**src/verilog/definitions.sv**
```systemverilog
package definitions;

    // data widths
    typedef logic [31:0] word_t;    // operands and results
    typedef logic [6:0]  funct7_t;
    typedef logic [2:0]  funct3_t;

    // single-bit status
    typedef logic flag_t;

    localparam flag_t LOW  = 1'b0;
    localparam flag_t HIGH = 1'b1;

    // alu class as given by the main decoder
    typedef enum logic [1:0] {
        TYPE_R  = 2'd0,     // register-register
        TYPE_I  = 2'd1,     // register-immediate
        DEF_ADD = 2'd2,     // plain add, address calc and the like
        PASS_S1 = 2'd3      // forward source 1 untouched
    } aluOp_t;

    // operation carried to the execute stage
    typedef enum logic [4:0] {
        ADD    = 5'd0,
        SUB    = 5'd1,
        SLL    = 5'd2,
        SLT    = 5'd3,
        SLTU   = 5'd4,
        XOR    = 5'd5,
        SRL    = 5'd6,
        SRA    = 5'd7,
        OR     = 5'd8,
        AND    = 5'd9,
        // RV32M
        MUL    = 5'd10,
        MULH   = 5'd11,
        MULHSU = 5'd12,
        MULHU  = 5'd13,
        DIV    = 5'd14,
        DIVU   = 5'd15,
        REM    = 5'd16,
        REMU   = 5'd17,
        FWD    = 5'd18      // result is srcA
    } alu_operation_t;

endpackage : definitions

```
**src/verilog/aluOpSel.sv**
```systemverilog
module aluOpSel
    import definitions::*;
(
    input  aluOp_t         aluOp,
    input  funct7_t        funct7,
    input  funct3_t        funct3,
    output alu_operation_t opSel,
    output flag_t          error
);

    // funct7 groups
    localparam funct7_t BASE_OPS = 7'd0;    // RV32I
    localparam funct7_t MULT_OPS = 7'd1;    // RV32M
    localparam funct7_t ALT_OPS  = 7'd32;   // sub / sra

    // funct3 of the base integer ops
    localparam funct3_t F3_ADD_SUB = 3'd0;
    localparam funct3_t F3_SLL     = 3'd1;
    localparam funct3_t F3_SLT     = 3'd2;
    localparam funct3_t F3_SLTU    = 3'd3;
    localparam funct3_t F3_XOR     = 3'd4;
    localparam funct3_t F3_SRL_SRA = 3'd5;
    localparam funct3_t F3_OR      = 3'd6;
    localparam funct3_t F3_AND     = 3'd7;

    alu_operation_t baseOp;

    // funct3 to op for funct7 == 0, shared by R and I type
    always_comb begin
        case (funct3)
            F3_ADD_SUB : baseOp = ADD;
            F3_SLL     : baseOp = SLL;
            F3_SLT     : baseOp = SLT;
            F3_SLTU    : baseOp = SLTU;     // SLTIU on the I side
            F3_XOR     : baseOp = XOR;
            F3_SRL_SRA : baseOp = SRL;
            F3_OR      : baseOp = OR;
            F3_AND     : baseOp = AND;
            default    : baseOp = ADD;
        endcase
    end

    always_comb begin
        opSel = ADD;
        error = LOW;
        case (aluOp)
            TYPE_R: begin
                case (funct7)
                    BASE_OPS : opSel = baseOp;
                    ALT_OPS : begin
                        case (funct3)
                            F3_ADD_SUB : opSel = SUB;
                            F3_SRL_SRA : opSel = SRA;
                            default : begin
                                opSel = ADD;
                                error = HIGH;
                            end
                        endcase
                    end
                    MULT_OPS : begin
                        // funct3 order follows the M extension encoding
                        case (funct3)
                            3'd0    : opSel = MUL;
                            3'd1    : opSel = MULH;
                            3'd2    : opSel = MULHSU;
                            3'd3    : opSel = MULHU;
                            3'd4    : opSel = DIV;
                            3'd5    : opSel = DIVU;
                            3'd6    : opSel = REM;
                            default : opSel = REMU;
                        endcase
                    end
                    default : begin
                        opSel = ADD;
                        error = HIGH;
                    end
                endcase
            end
            TYPE_I: begin
                case (funct7)
                    BASE_OPS : opSel = baseOp;
                    ALT_OPS : begin
                        if (funct3 == F3_SRL_SRA) begin
                            opSel = SRA;    // srai
                        end else begin
                            opSel = ADD;
                            error = HIGH;
                        end
                    end
                    default : begin
                        opSel = ADD;
                        error = HIGH;
                    end
                endcase
            end
            DEF_ADD : opSel = ADD;
            PASS_S1 : opSel = FWD;
            default : begin
                opSel = ADD;
                error = HIGH;
            end
        endcase
    end

endmodule : aluOpSel

```
**src/verilog/opDecodeStage.sv**
```systemverilog
module opDecodeStage
    import definitions::*;
(
    input  logic           clk,
    input  logic           rst,
    // request side
    input  logic           inValid,
    output logic           inReady,
    input  aluOp_t         aluOp,
    input  funct7_t        funct7,
    input  funct3_t        funct3,
    input  word_t          srcA,
    input  word_t          srcB,
    // decoded side
    output logic           decValid,
    input  logic           decReady,
    output alu_operation_t decOp,
    output flag_t          decErr,
    output word_t          decA,
    output word_t          decB
);

    alu_operation_t selOp;
    flag_t          selErr;
    logic           accept;

    aluOpSel opSelInst (
        .aluOp (aluOp),
        .funct7(funct7),
        .funct3(funct3),
        .opSel (selOp),
        .error (selErr)
    );

    // slice empty, or its content leaves this cycle
    assign inReady = !decValid || decReady;
    assign accept  = inValid && inReady;

    always_ff @(posedge clk) begin
        if (rst) begin
            decValid <= 1'b0;
        end else if (accept) begin
            decValid <= 1'b1;
        end else if (decReady) begin
            decValid <= 1'b0;   // drained, nothing new
        end
    end

    // payload, loaded only on acceptance
    always_ff @(posedge clk) begin
        if (accept) begin
            decOp  <= selOp;
            decErr <= selErr;
            decA   <= srcA;
            decB   <= srcB;
        end
    end

    // a stalled item must not change under the FIFO
    decHoldStable: assert property (
        @(posedge clk) disable iff (rst)
        decValid && !decReady |=> decValid && $stable({decOp, decErr, decA, decB})
    ) else $error("decoded output changed while stalled");

endmodule : opDecodeStage

```
**config.mk**
```make
export PLATFORM = sky130hd
export DESIGN_NAME = opDecodeStage
export DESIGN_NICKNAME = d
export VERILOG_FILES = /design/src/verilog/definitions.sv /design/src/verilog/aluOpSel.sv /design/src/verilog/opDecodeStage.sv
export SDC_FILE = /design/constraint.sdc
export NUM_CORES = 1
export LEC_CHECK = 0
export BUFFER_PORTS_ARGS = -buffer_cell sky130_fd_sc_hd__buf_4
export CORE_MARGIN = 3
export CORE_UTILIZATION = 45
export DETAILED_ROUTE_END_ITERATION = 10
export PLACE_DENSITY = 0.94
export SLEW_MARGIN = 20
export SYNTH_ARGS = -nofsm -noshare
export SYNTH_HDL_FRONTEND = slang
export SYNTH_HIERARCHICAL = 1
export SYNTH_SLANG_ARGS = --single-unit
```
**constraint.sdc**
```tcl
create_clock -name clk -period 4.3 [get_ports clk]
set_input_delay 0.215 -clock clk [delete_from_list [all_inputs] [get_ports clk]]
set_output_delay 0.215 -clock clk [all_outputs]
set_load 0.02 [all_outputs]
```
==> flow_summary.toml <==
[die]
die_x_um = 80.8
initial_core_util_pct = 47.7
coreArea_mm2 = 0.00527
ios = 152
die_h_um = 80.8
die_area_mm2 = 0.00652
num_rows = 26

[sta]
rsz0062_at_grt = "no"
period_share_pct = 38.5
report.final.slew_viol_count = 0
slew-limit-headroom_pct = 41.9
fmax_ghz = 0.605
fin_crit_ns = 1.65
finalSetupViolCount = 0
worst_slew_pin_slew_ns = 0.871
tns_ns = 0
hold_viol_final = 0
finClkSkew_ns = 0.00489

[placement]
gp_congestion = 0.887
dp_hpwl_um = 5740
portBuffers = 151

[clock_tree]
numCtsBuffers = 9
ctsRootBufferMaster = "clkbuf_8"
post_cts_resized = 0
cts_sinks = 71
path_clk_slew_ns = 0.07
clock_latency_ns = 0.33
h-tree-depth = 3
cts_hold_buffers = 0
cts_setup_buffers = 0
cts_tree = "done"
clk_path_buf_depth = 2

[global_routing]
track_usage_pct = 23.8
grt_pass1_vias = 1845
grt_pass1_wl_um = 10600
grt_max_degree = 71
antenna_found_initial = 0
grt-ovfl-total = 0

[synthesis]
netlist_top_cells_count = "edfxtp_1, nor2_1, a21oi_1"
yosys_warnings = 6
synth.yosys.seq_area_share_pct = 84.3
yosysMostFrequentCell = "edfxtp_1"
synth_area_mm2 = 0.00252
synth_area_leaders = "edfxtp_1, ha_1, a21oi_1, nand2b_1, nor2_1"
syn_inst = 130
async_flop_share_pct = 0
synth_top_area_share_pct = 83.5
synth_edf_count = 70
synthFlopType = "edfxtp_1"
syn-num-nets = 215
synth_cell_types = 30
yosys.area.top_type = "edfxtp_1"
synth_seq_cells = 71
syn_avg_cell_area_um2 = 19.4

[cells_and_area]
antennaDiodeCount = 0
seqCellArea_mm2 = 0.00212
layout.nets = 375
area_growth_pct = 56.6
fin_util_pct = 74.8
fillers = 338
drive_above_1_share_pct = 58.3
multi_input_area_um2 = 372

[setup_path]
critPathMaxFanout = 4
crit_type = "in -> reg"
crit_arrival_ns = 1.81
r2r_start = "decValid"
crit_required_ns = 4.45
startpoint = "funct7[6]"
start_kind = "primary input"
crit_path_end_kind = "flip-flop"

[routing]
first_pass_iters = 4
drt_wl_total_um = 7850
wl_per_cell_um = 21.5
drtAntennaViolNets = 0
num_vias = 1849
drtIter0Drc = 141
avgViaCountPerCell = 5.07
drc = 0

[min_path]
min-delay-path-class = "in -> reg"
holdCritStartpoint = "rst"

[power]
clockPowerShare_pct = 34.8
p_seq_share_pct = 51.5
p_leak_nw = 1.68
vdd.ir_drop.worst_uv = 223
p_int_mw = 1.24
net-switching-power_mw = 0.365
p_comb_share_pct = 13.7
p_sw_share_pct = 22.8
p_per_area_mw_per_mm2 = 406

[outcome]
status = "finished, final reports clean"

[run]
cap_violations = 0
## flip-flops by register name, indices dropped and copies added, names as in the netlist
register and count:
decErr 1, decB 32, decA 32, decValid 1, decOp 5
## placed cells by master (no fill, tap or decap), types with 2 or more instances in the layout
master	count
nor2_1	8
a211oi_1	3
o21ai_0	2
nor2b_1	2
clkinv_2	3
inv_1	4
ha_1	5
edfxtp_1	70
or3_1	3
clkbuf_8	9
nand2_1	2
nand2b_1	5
bufinv_16	2
a21oi_1	7
buf_4	151
## metal layers
| metal | global-route usage (%) | up-vias | part of all wire, % |
|---|---|---|---|
| li1 | - | 826 | - |
| met1 | 24.2 | 875 | 33 |
| met2 | 41.6 | 123 | 53 |
| met3 | 9.53 | 25 | 10 |
| met4 | 13.2 | 0 | 4.0 |
| met5 | 1.67 | - | 0 |
## per-stage QoR
stage,instances,worst slack [ns],power [mW],hold WS [ns],instance area [µm²]
final,365,2.65,1.60,0.0265,3940
after global placement,349,2.35,1.04,0.371,3730
after global routing,365,2.60,1.66,0.00650,3940
after detailed placement,349,2.30,1.06,0.373,3730
after floorplan,130,2.49,0.922,0.277,2520
after CTS,365,2.65,1.61,0.00616,3940
## area by class of cell
type,count,area share (%)
clock inverter,7,2.22
timing repair buffer,151,28.8
inverter,4,0.381
multi-input combinational,53,9.43
tap,70,2.22
sequential,71,53.8
clock buffer,9,3.14
## power groups by stage
stage	registers [mW]	logic, mW	clock network, mW
after floorplan	0.886	0.0360	0
after CTS	0.824	0.220	0.567
after global routing	0.826	0.232	0.598
after detailed placement	0.838	0.217	0
after global placement	0.834	0.209	0
final	0.824	0.219	0.558
## final timing paths
path	to	slack, ns	cells after the start
worst max-delay path	decOp[1]	2.65	5
worst min-delay path	decValid	0.03	2
worst max register to register	decA[19]	2.76	2
worst min register to register	decValid	0.51	2
## cell families (layout without fill, tap and decap cells)
logic type	Yosys count	count (layout)	synth area share (%)
simple gates	27	27	6.61
buf+inv	6	171	0.895
fa+ha+maj	5	5	2.49
compound gates	21	21	5.67
flops	71	71	84.3
## worst max-delay path, stage by stage
cell and delay [ns]:
buf_4 0.11, or4_4 0.52, or3_4 0.36, or3_1 0.36, o31ai_1 0.24
No activity file was read; power rests on OpenSTA's default activity.
