<file path="config.mk">
export PLATFORM = sky130hd
export DESIGN_NAME = opFifo
export DESIGN_NICKNAME = d
export VERILOG_FILES = /design/src/verilog/definitions.sv /design/src/verilog/opFifo.sv
export SDC_FILE = /design/constraint.sdc
export NUM_CORES = 1
export LEC_CHECK = 0
export BUFFER_PORTS_ARGS = -buffer_cell sky130_fd_sc_hd__buf_2
export CORE_MARGIN = 2
export CORE_UTILIZATION = 35
export DETAILED_ROUTE_END_ITERATION = 10
export PLACE_DENSITY = 0.54
export SYNTH_ARGS = -nofsm -noshare
export SYNTH_HDL_FRONTEND = slang
export SYNTH_SLANG_ARGS = --single-unit
</file>
<file path="constraint.sdc">
create_clock -name clk -period 3.85 [get_ports clk]
set_input_delay 0.77 -clock clk [delete_from_list [all_inputs] [get_ports clk]]
set_output_delay 0.77 -clock clk [all_outputs]
set_load 0.02 [all_outputs]
</file>
<file path="src/verilog/definitions.sv">
package definitions;

    // data widths
    typedef logic [31:0] word_t;    // operands and results
    typedef logic [6:0]  funct7_t;
    typedef logic [2:0]  funct3_t;

    // single-bit status
    typedef logic flag_t;

    localparam flag_t LOW  = 1'b0;
    localparam flag_t HIGH = 1'b1;

    // alu class as given by the main decoder
    typedef enum logic [1:0] {
        TYPE_R  = 2'd0,     // register-register
        TYPE_I  = 2'd1,     // register-immediate
        DEF_ADD = 2'd2,     // plain add, address calc and the like
        PASS_S1 = 2'd3      // forward source 1 untouched
    } aluOp_t;

    // operation carried to the execute stage
    typedef enum logic [4:0] {
        ADD    = 5'd0,
        SUB    = 5'd1,
        SLL    = 5'd2,
        SLT    = 5'd3,
        SLTU   = 5'd4,
        XOR    = 5'd5,
        SRL    = 5'd6,
        SRA    = 5'd7,
        OR     = 5'd8,
        AND    = 5'd9,
        // RV32M
        MUL    = 5'd10,
        MULH   = 5'd11,
        MULHSU = 5'd12,
        MULHU  = 5'd13,
        DIV    = 5'd14,
        DIVU   = 5'd15,
        REM    = 5'd16,
        REMU   = 5'd17,
        FWD    = 5'd18      // result is srcA
    } alu_operation_t;

endpackage : definitions

</file>
<file path="src/verilog/opFifo.sv">
module opFifo
    import definitions::*;
#(
    parameter int FIFO_DEPTH = 4    // power of two, 2 or more
) (
    input  logic           clk,
    input  logic           rst,
    // write side
    input  logic           decValid,
    output logic           decReady,
    input  alu_operation_t decOp,
    input  flag_t          decErr,
    input  word_t          decA,
    input  word_t          decB,
    // read side
    output logic           qValid,
    input  logic           qReady,
    output alu_operation_t qOp,
    output flag_t          qErr,
    output word_t          qA,
    output word_t          qB
);

    localparam int PTR_W = $clog2(FIFO_DEPTH);
    localparam int CNT_W = $clog2(FIFO_DEPTH + 1);

    typedef logic [PTR_W-1:0] ptr_t;

    alu_operation_t opMem [FIFO_DEPTH];
    flag_t          errMem [FIFO_DEPTH];
    word_t          aMem [FIFO_DEPTH];
    word_t          bMem [FIFO_DEPTH];

    ptr_t             wrPtr;
    ptr_t             rdPtr;
    logic [CNT_W-1:0] count;
    logic             full;
    logic             wrEn;
    logic             rdEn;

    assign full   = (count == FIFO_DEPTH);
    assign qValid = (count != '0);     // no fall-through
    // when full, a read in the same cycle frees the slot being written
    assign decReady = !full || qReady;

    assign wrEn = decValid && decReady;
    assign rdEn = qValid && qReady;

    // head of queue
    assign qOp = opMem[rdPtr];
    assign qErr = errMem[rdPtr];
    assign qA  = aMem[rdPtr];
    assign qB  = bMem[rdPtr];

    always_ff @(posedge clk) begin
        if (rst) begin
            wrPtr <= '0;
            rdPtr <= '0;
            count <= '0;
        end else begin
            if (wrEn) wrPtr <= wrPtr + 1'b1;   // wraps at depth
            if (rdEn) rdPtr <= rdPtr + 1'b1;
            case ({wrEn, rdEn})
                2'b10   : count <= count + 1'b1;
                2'b01   : count <= count - 1'b1;
                default : count <= count;
            endcase
        end
    end

    always_ff @(posedge clk) begin
        if (wrEn) begin
            opMem[wrPtr]  <= decOp;
            errMem[wrPtr] <= decErr;
            aMem[wrPtr]   <= decA;
            bMem[wrPtr]   <= decB;
        end
    end

    countInRange: assert property (
        @(posedge clk) disable iff (rst) count <= FIFO_DEPTH
    ) else $error("fifo count above depth");

endmodule : opFifo

</file>
==> flow_summary.ini, run 1 <==
[power_and_ir_drop]
p_per_area_nw_per_um2 = 648
p_sw_mw = 2.15
combPwrFrac_pct = 20.0
p_int_mw = 6.16
swShare_pct = 25.8
cellLeakagePower_nw = 4.26
clock_power_share_pct = 34.3
total_power_mw = 8.31
peakVddDrop_uv = 361
p_seq_share_pct = 45.7

[logic_synthesis]
ys_seq_area_share_pct = 81.5
synthFlopType = edfxtp_1
synth_fa_ha_area_share_pct = 0.784
synth_top_family_by_area = multiplexers
synthArstFlopShare_pct = 0
netlist_instances = 418
synth_compound_area_share_pct = 0.475
synth_top_area_share_pct = 79.8
synthSimpleGateAreaFrac_pct = 0.974
syn_area_um2 = 10500
syn-num-nets = 498
ys_seq_elements = 289
synthMuxAreaShare_pct = 15.0
syn_area_per_cell_um2 = 25.2
synth-xor-area-share_pct = 0.333
yosys_warnings = 0
yosysTopAreaCell = edfxtp_1
ys_top_cells_by_area = edfxtp_1, mux4_2, dfxtp_1
ys_types = 24
synth_edf_count = 280

[global_routing]
grtUsageTotal_pct = 12.7
grt.overflow.total = 0
antenna_found_initial = 2
grt_pass1_vias = 5296
grt_first_pass_wirelength_um = 30600
grt_start_max_net_pins = 45

[cells_and_area]
finalInstanceArea_um2 = 12800
multi_input_area_um2 = 1870
fill_cells = 2625
syn2layout_area_growth_pct = 21.8
drive_gt1_share_pct = 45.1
final_common_cell = edfxtp_1
final_cell_mix = edfxtp_1, buf_2, mux4_2, clkbuf_16, clkbuf_1
register_area_um2 = 8600
utilization_pct = 43.3
nets = 664

[worst_setup_path]
arrival_ps = 2260
critPathLaunchType = flop
path_class = reg -> out
crit_required_ps = 3080
worstSetupEndpointType = primary output
crit_fanout = 18

[sta]
setup_viol = 0
rsz0062_at_grt = no
max_slew_margin_pct = 54.6
finalSetupTns_ps = 0
slew_viol_final = 0
period_needed_ps = 3030
hold_viol_final = 0
tightest_slew_ps = 681
fmax_ghz = 0.330
skew_ps = 8.97
whs_ps = 443
min_period_over_period_pct = 78.7

[detailed_routing]
drc = 0
first_iter_violations = 263
postRouteAntennaNets = 0
dr.pass1.iters = 4
num_vias = 4802
wl_per_cell_um = 19.9
drt_wl_total_um = 19900
vias_per_cell = 4.80

[place]
io_buffers = 145
placedInstanceArea_um2 = 11800
dp_hpwl_um = 11700
gpl.final_weighted_congestion = 0.677

[min_path]
hp-class = in -> reg

[floorplanning]
fp.dieArea_um2 = 31500
coreArea_um2 = 29600
die_x_um = 177
io-pin-count = 146
start_util_pct = 35.5
num_rows = 63
die_h_um = 177

[clock_network]
clk_path_buf_depth = 3
cts_resized = 0
root_buffer = clkbuf_16
clkLatencyLatePin_ps = 540
cts_buffers = 30
cts.sinks = 289
cts_tree = done
clk_pin_slew_ps = 60
hold_buffers = 0
cts_setup_buffers = 0
htree_levels = 1

[status]
status = finished clean

[flow_run]
cap_violations = 0
cells by family (layout without fill, tap and decap cells):
logic type	after synthesis	in the layout
AND/OR/NAND/NOR	18	18
other	0	2
AO/OA/AOI/OAI	7	7
buffers and inverters	24	214
adder cells (fa/ha/maj)	6	6
flip-flops	289	289
multiplexers	70	70
XOR/XNOR	4	4
routing by layer:
layer / global-route usage, % / vias to the layer above / wire length, um
met1: 16.4 / 2548 / 8340
li1: - / 2120 / -
met2: 21.9 / 119 / 10200
met5: 0 / - / 0
met3: 3.11 / 15 / 1170
met4: 2.80 / 0 / 184
stage by stage:
| stage | instances | setup WS, ps |
|---|---|---|
| global placement | 942 | 849 |
| CTS | 998 | 708 |
| detailed placement | 942 | 735 |
| global route | 998 | 641 |
| finish | 1000 | 820 |
| floorplan | 418 | 640 |
worst max-delay path, stage by stage (launching register included):
cell	delay, ps
dfxtp_4	540
buf_4	430
mux4_2	580
buf_2	180
state kept, by name, summed over array words and instances (netlist names), named ones only:
signal,cells
aMem,128
bMem,128
opMem,20
errMem,4
count,3
rdPtr,2
wrPtr,2
path summary, 6_finish.rpt:
check	startpoint	end	slack (ps)	depth (start not counted)
setup / recovery	flop	qA[25]	820	3
hold / removal	decB[31]	bMem[3][31]	440	1
setup reg to reg	count[1]	count[2]	1200	9
hold reg to reg	rdPtr[1]	rdPtr[1]	540	2
synth_stat cells, types with 2 or more instances:
master / count
xor2_1: 3
ha_1: 5
edfxtp_1: 280
or3_1: 2
and3_1: 4
nor2_1: 7
mux4_2: 70
a21oi_1: 2
buf_2: 8
dfxtp_1: 9
inv_1: 6
clkbuf_1: 10
cell type report:
cell class                      instances  share of cell area, %
Sequential cell                       289                   67.0
Multi-Input combinational cell        105                   14.6
Clock buffer                           44                   6.74
Timing Repair Buffer                  152                   6.65
Tap cell                              390                   3.80
Clock inverter                         12                   1.02
Inverter                                6                  0.176
Antenna cell                            2                 0.0390
power by group through the flow:
stage                     clock (mW)  combinational (mW)  sequential (mW)
final                           2.85                1.66             3.80
after global routing            3.06                1.79             3.83
after CTS                       2.95                1.71             3.81
after detailed placement           0                1.70             3.87
after global placement             0                1.69             3.86
after floorplan                    0                1.20             3.81
No activity file was read; power rests on OpenSTA's default activity.
==> inputs of run 2 (changes only) <==
- PLACE_DENSITY: 0.54 -> 0.56
- clock period: 3.85 -> 2.6 ns (I/O delays scaled with it)
==> flow_summary.ini, run 2 (same netlist as run 1, synthesis figures left out) <==
[worst_setup_path]
critPathLaunchType = flop
worstPathCellList = buf_4, mux4_2, buf_2
worstSetupEndpoint = qA[3]
arrival_ps = 1960
slowest_delay_ps = 440
crit_required_ps = 2080
rrSetupSlack_ps = 130
r2r_end = count[2]
worst_path_max_delay_cell = buf_4
cp.depth = 3
worst-path-buf-inv = 2
crit_fanout = 34
worstSetupEndpointType = primary output
r2r-start = count[1]
rr_worst_depth = 9
crit_family = buffers and inverters
path_class = reg -> out

[sta]
max_slew_margin_pct = 64.0
min_period_over_period_pct = 95.4
tightest_slew_ps = 540
period_needed_ps = 2480
hold_viol_final = 0
skew_ps = 6.06
slew_viol_final = 0
rsz0062_at_grt = no
fmax_ghz = 0.403
setup_viol = 0

[place]
gpl.final_weighted_congestion = 0.706
dp_hpwl_um = 11500
io_buffers = 145
place_inst = 950

[detailed_routing]
wl_per_cell_um = 19.6
postRouteAntennaNets = 0
drc = 0
dr.pass1.iters = 4
num_vias = 4861
drt_wl_total_um = 19700
vias_per_cell = 4.82
first_iter_violations = 293

[flow_run]
cap_violations = 0

[global_routing]
grtUsageTotal_pct = 12.7
grt.overflow.total = 0
grt_first_pass_wirelength_um = 30200
antenna_found_initial = 2
grt_start_max_net_pins = 71
grt_pass1_vias = 5379

[clock_network]
cts_setup_buffers = 0
htree_levels = 1
cts_tree = done
cts_resized = 0
root_buffer = clkbuf_16
cts.sinks = 289
cts_buffers = 31
hold_buffers = 0
clkLatencyLatePin_ps = 530
clk_pin_slew_ps = 60
clk_path_buf_depth = 3

[cells_and_area]
nets = 673
syn2layout_area_growth_pct = 23.1
top_regs = aMem (128), bMem (128), opMem (20)
final_common_cell = edfxtp_1
drive_gt1_share_pct = 47.2
final_cell_mix = edfxtp_1, buf_2, mux4_2, clkbuf_16, clkinv_2
fill_cells = 2602
fin_cells = 1009

[floorplanning]
die_x_um = 177
fp.dieArea_um2 = 31500
die_h_um = 177
io-pin-count = 146
start_util_pct = 35.5
coreArea_um2 = 29600
num_rows = 63

[min_path]
hp-class = in -> reg

[status]
status = finished clean

[power_and_ir_drop]
cellLeakagePower_nw = 4.32
peakVddDrop_uv = 397
p_per_area_nw_per_um2 = 972
total_power_mw = 12.6
[run 2: cell types whose count changed in the layout (fill, tap and decap cells not counted)]
cell	previous run	this run
clkinv_2	6	11
bufinv_16	3	6
buf_12	6	7
clkinvlp_4	0	5
clkbuf_8	4	0
clkbuf_1	9	1
buf_4	1	8
[run 2: how the worst min path moves through the flow]
stage / from / endpoint / slack (ps) / cells after the start
after floorplan: count[2] / count[2] / 480 / 2
after global routing: decA[19] / aMem[0][19] / 170 / 1
after detailed placement: rdPtr[1] / flop / 520 / 2
final: decB[16] / bMem[2][16] / 190 / 1
after CTS: decOp[4] / opMem[2][4] / 170 / 1
after global placement: count[2] / count[2] / 490 / 2
[run 2: metrics by stage]
step	cell area [um^2]	setup slack, ps	utilization (%)	TNS [ps]	hold WS [ps]
floorplan	10500	6.81	-	0	483
global placement	11900	36.9	40.1	0	495
detailed placement	11900	-96.4	40.1	-96.4	525
CTS	13000	65.3	43.7	0	167
global route	13000	10.8	43.7	0	169
finish	13000	121	43.8	0	193
[run 2: where the power goes]
| part | switching [mW] | internal [mW] | total, mW |
|---|---|---|---|
| Clock | 1.70 | 2.76 | 4.47 |
| Sequential | 0.0999 | 5.47 | 5.57 |
| Combinational | 1.46 | 1.11 | 2.57 |
| Total | 3.27 | 9.34 | 12.6 |
[run 2: final cells by class]
cell class | instances | area [um^2] | share of cell area, %
clock buffer | 32 | 779 | 6.01
antenna | 2 | 5.00 | 0.0386
clock inverter | 25 | 284 | 2.19
inverter | 6 | 22.5 | 0.174
multi-input combinational | 105 | 1870 | 14.4
timing repair buffer | 160 | 926 | 7.14
sequential | 289 | 8600 | 66.3
tap | 390 | 488 | 3.76
[run 2: routing by layer]
metal	wire, um	GRT usage [%]	vias up	part of all wire, %
met5	19	0	-	0.096
met4	382	3.35	2	1.9
met3	1330	3.49	38	6.7
met2	9850	21.4	141	50
met1	8160	16.1	2548	41
li1	-	-	2132	-
==> inputs of run 3 (changes only) <==
- RECOVER_POWER: default -> 50
==> flow_summary.ini, run 3 (same netlist as run 1, synthesis figures left out) <==
[status]
status = finished clean

[global_routing]
antenna_found_initial = 0
met2_usage_pct = 21.4
grt_first_pass_wirelength_um = 30200
top_usage_layer = met2
grtUsageTotal_pct = 12.7
grt.overflow.total = 0
met3_usage_pct = 3.49
grt_start_max_net_pins = 71
met1_usage_pct = 16.1
grt_pass1_vias = 5379

[cells_and_area]
register_area_um2 = 8600
multi_input_area_um2 = 1850
num_antenna_cells = 0
finalInstanceArea_um2 = 12800
final_cell_mix = edfxtp_1, buf_2, clkbuf_1, mux4_2, clkbuf_16
top_regs = aMem (128), bMem (128), opMem (20)
nets = 673
drive_gt1_share_pct = 35.0
syn2layout_area_growth_pct = 21.6
final_common_cell = edfxtp_1
fill_cells = 2647

[detailed_routing]
vias_per_cell = 4.82
postRouteAntennaNets = 0
wl_per_cell_um = 19.5
drc = 0
num_vias = 4855
dr.pass1.iters = 4
first_iter_violations = 265
drt_wl_total_um = 19600

[sta]
skew_ps = 7.22
slew_viol_final = 0
min_period_over_period_pct = 95.4
period_needed_ps = 2480
setup_viol = 0
hold_viol_final = 0
tightest_slew_ps = 665
setup_ws_ps = 119
rsz0062_at_grt = no
fmax_ghz = 0.403
max_slew_margin_pct = 55.7

[flow_run]
cap_violations = 0

[worst_setup_path]
r2r-start = count[1]
worstPathCellList = buf_4, mux4_2, buf_2
arrival_ps = 1960
worst_path_max_delay_cell = buf_4
crit_fanout = 34
rrSetupSlack_ps = 130
crit_required_ps = 2080
critPathLaunchType = flop
crit_family = buffers and inverters
r2r_end = count[2]
worstSetupEndpointType = primary output
rr_worst_depth = 9
path_class = reg -> out
worst-path-buf-inv = 2
slowest_delay_ps = 440

[clock_network]
hold_buffers = 0
htree_levels = 1
cts_resized = 0
root_buffer = clkbuf_16
cts_tree = done
clk_path_buf_depth = 3
cts.sinks = 289
cts_buffers = 31
clk_pin_slew_ps = 60
cts_setup_buffers = 0
clkLatencyLatePin_ps = 530

[place]
dp_slack_ps = -96.4
io_buffers = 145
placedInstanceArea_um2 = 11900
gpl.final_weighted_congestion = 0.706
dp_hpwl_um = 11500

[floorplanning]
num_rows = 63
coreArea_um2 = 29600
die_x_um = 177
start_util_pct = 35.5
fp.dieArea_um2 = 31500
io-pin-count = 146
die_h_um = 177

[min_path]
whs_path_depth = 1
hp-class = in -> reg
hold_end = bMem[2][16]
min-delay-start = decB[16]

[power_and_ir_drop]
cellLeakagePower_nw = 4.12
p_per_area_nw_per_um2 = 982
peakVddDrop_uv = 396
## run 3: cell count changes in the layout (fill, tap and decap cells not counted), sizes merged
cell	previous run	this run
buf	160	85
clkbuf	32	107
diode	2	0
## run 3: area by class of cell
cell class	instances	share of cell area (%)
Clock buffer	32	6.08
Clock inverter	25	2.22
Inverter	6	0.176
Multi-Input combinational cell	105	14.5
Sequential cell	289	67.1
Tap cell	390	3.81
Timing Repair Buffer	160	6.19
## run 3: how the worst max path moves through the flow
| stage | start | to | slack (ps) | cells past startpoint |
|---|---|---|---|---|
| floorplan | qReady | count[2] | 7 | 10 |
| detailed placement | qReady | count[2] | -100 | 10 |
| CTS | flop | qB[26] | 70 | 3 |
| global placement | qReady | count[2] | 40 | 10 |
| global route | count[1] | count[2] | 20 | 9 |
| finish | flop | qA[5] | 120 | 3 |
## run 3: report_power, final
part	switching (mW)	internal (mW)
clock	1.70	2.76
combinational	1.46	1.08
sequential	0.100	5.47
## run 3: stage by stage
| step | TNS (ps) | utilization, % | hold slack (ps) | std cells | power [mW] |
|---|---|---|---|---|---|
| floorplan | 0 | - | 483 | 418 | 7.40 |
| global placement | 0 | 40.1 | 495 | 950 | 8.26 |
| detailed placement | -96.4 | 40.1 | 525 | 950 | 8.32 |
| CTS | 0 | 43.7 | 167 | 1007 | 12.8 |
| global route | 0 | 43.2 | 220 | 1007 | 13.1 |
| finish | 0 | 43.2 | 234 | 1007 | 12.6 |
## run 3: layer usage
metal,up-vias,part of all wire (%)
met5,-,0
met4,0,1.8
met3,33,6.9
met2,139,50
met1,2555,41
li1,2128,-
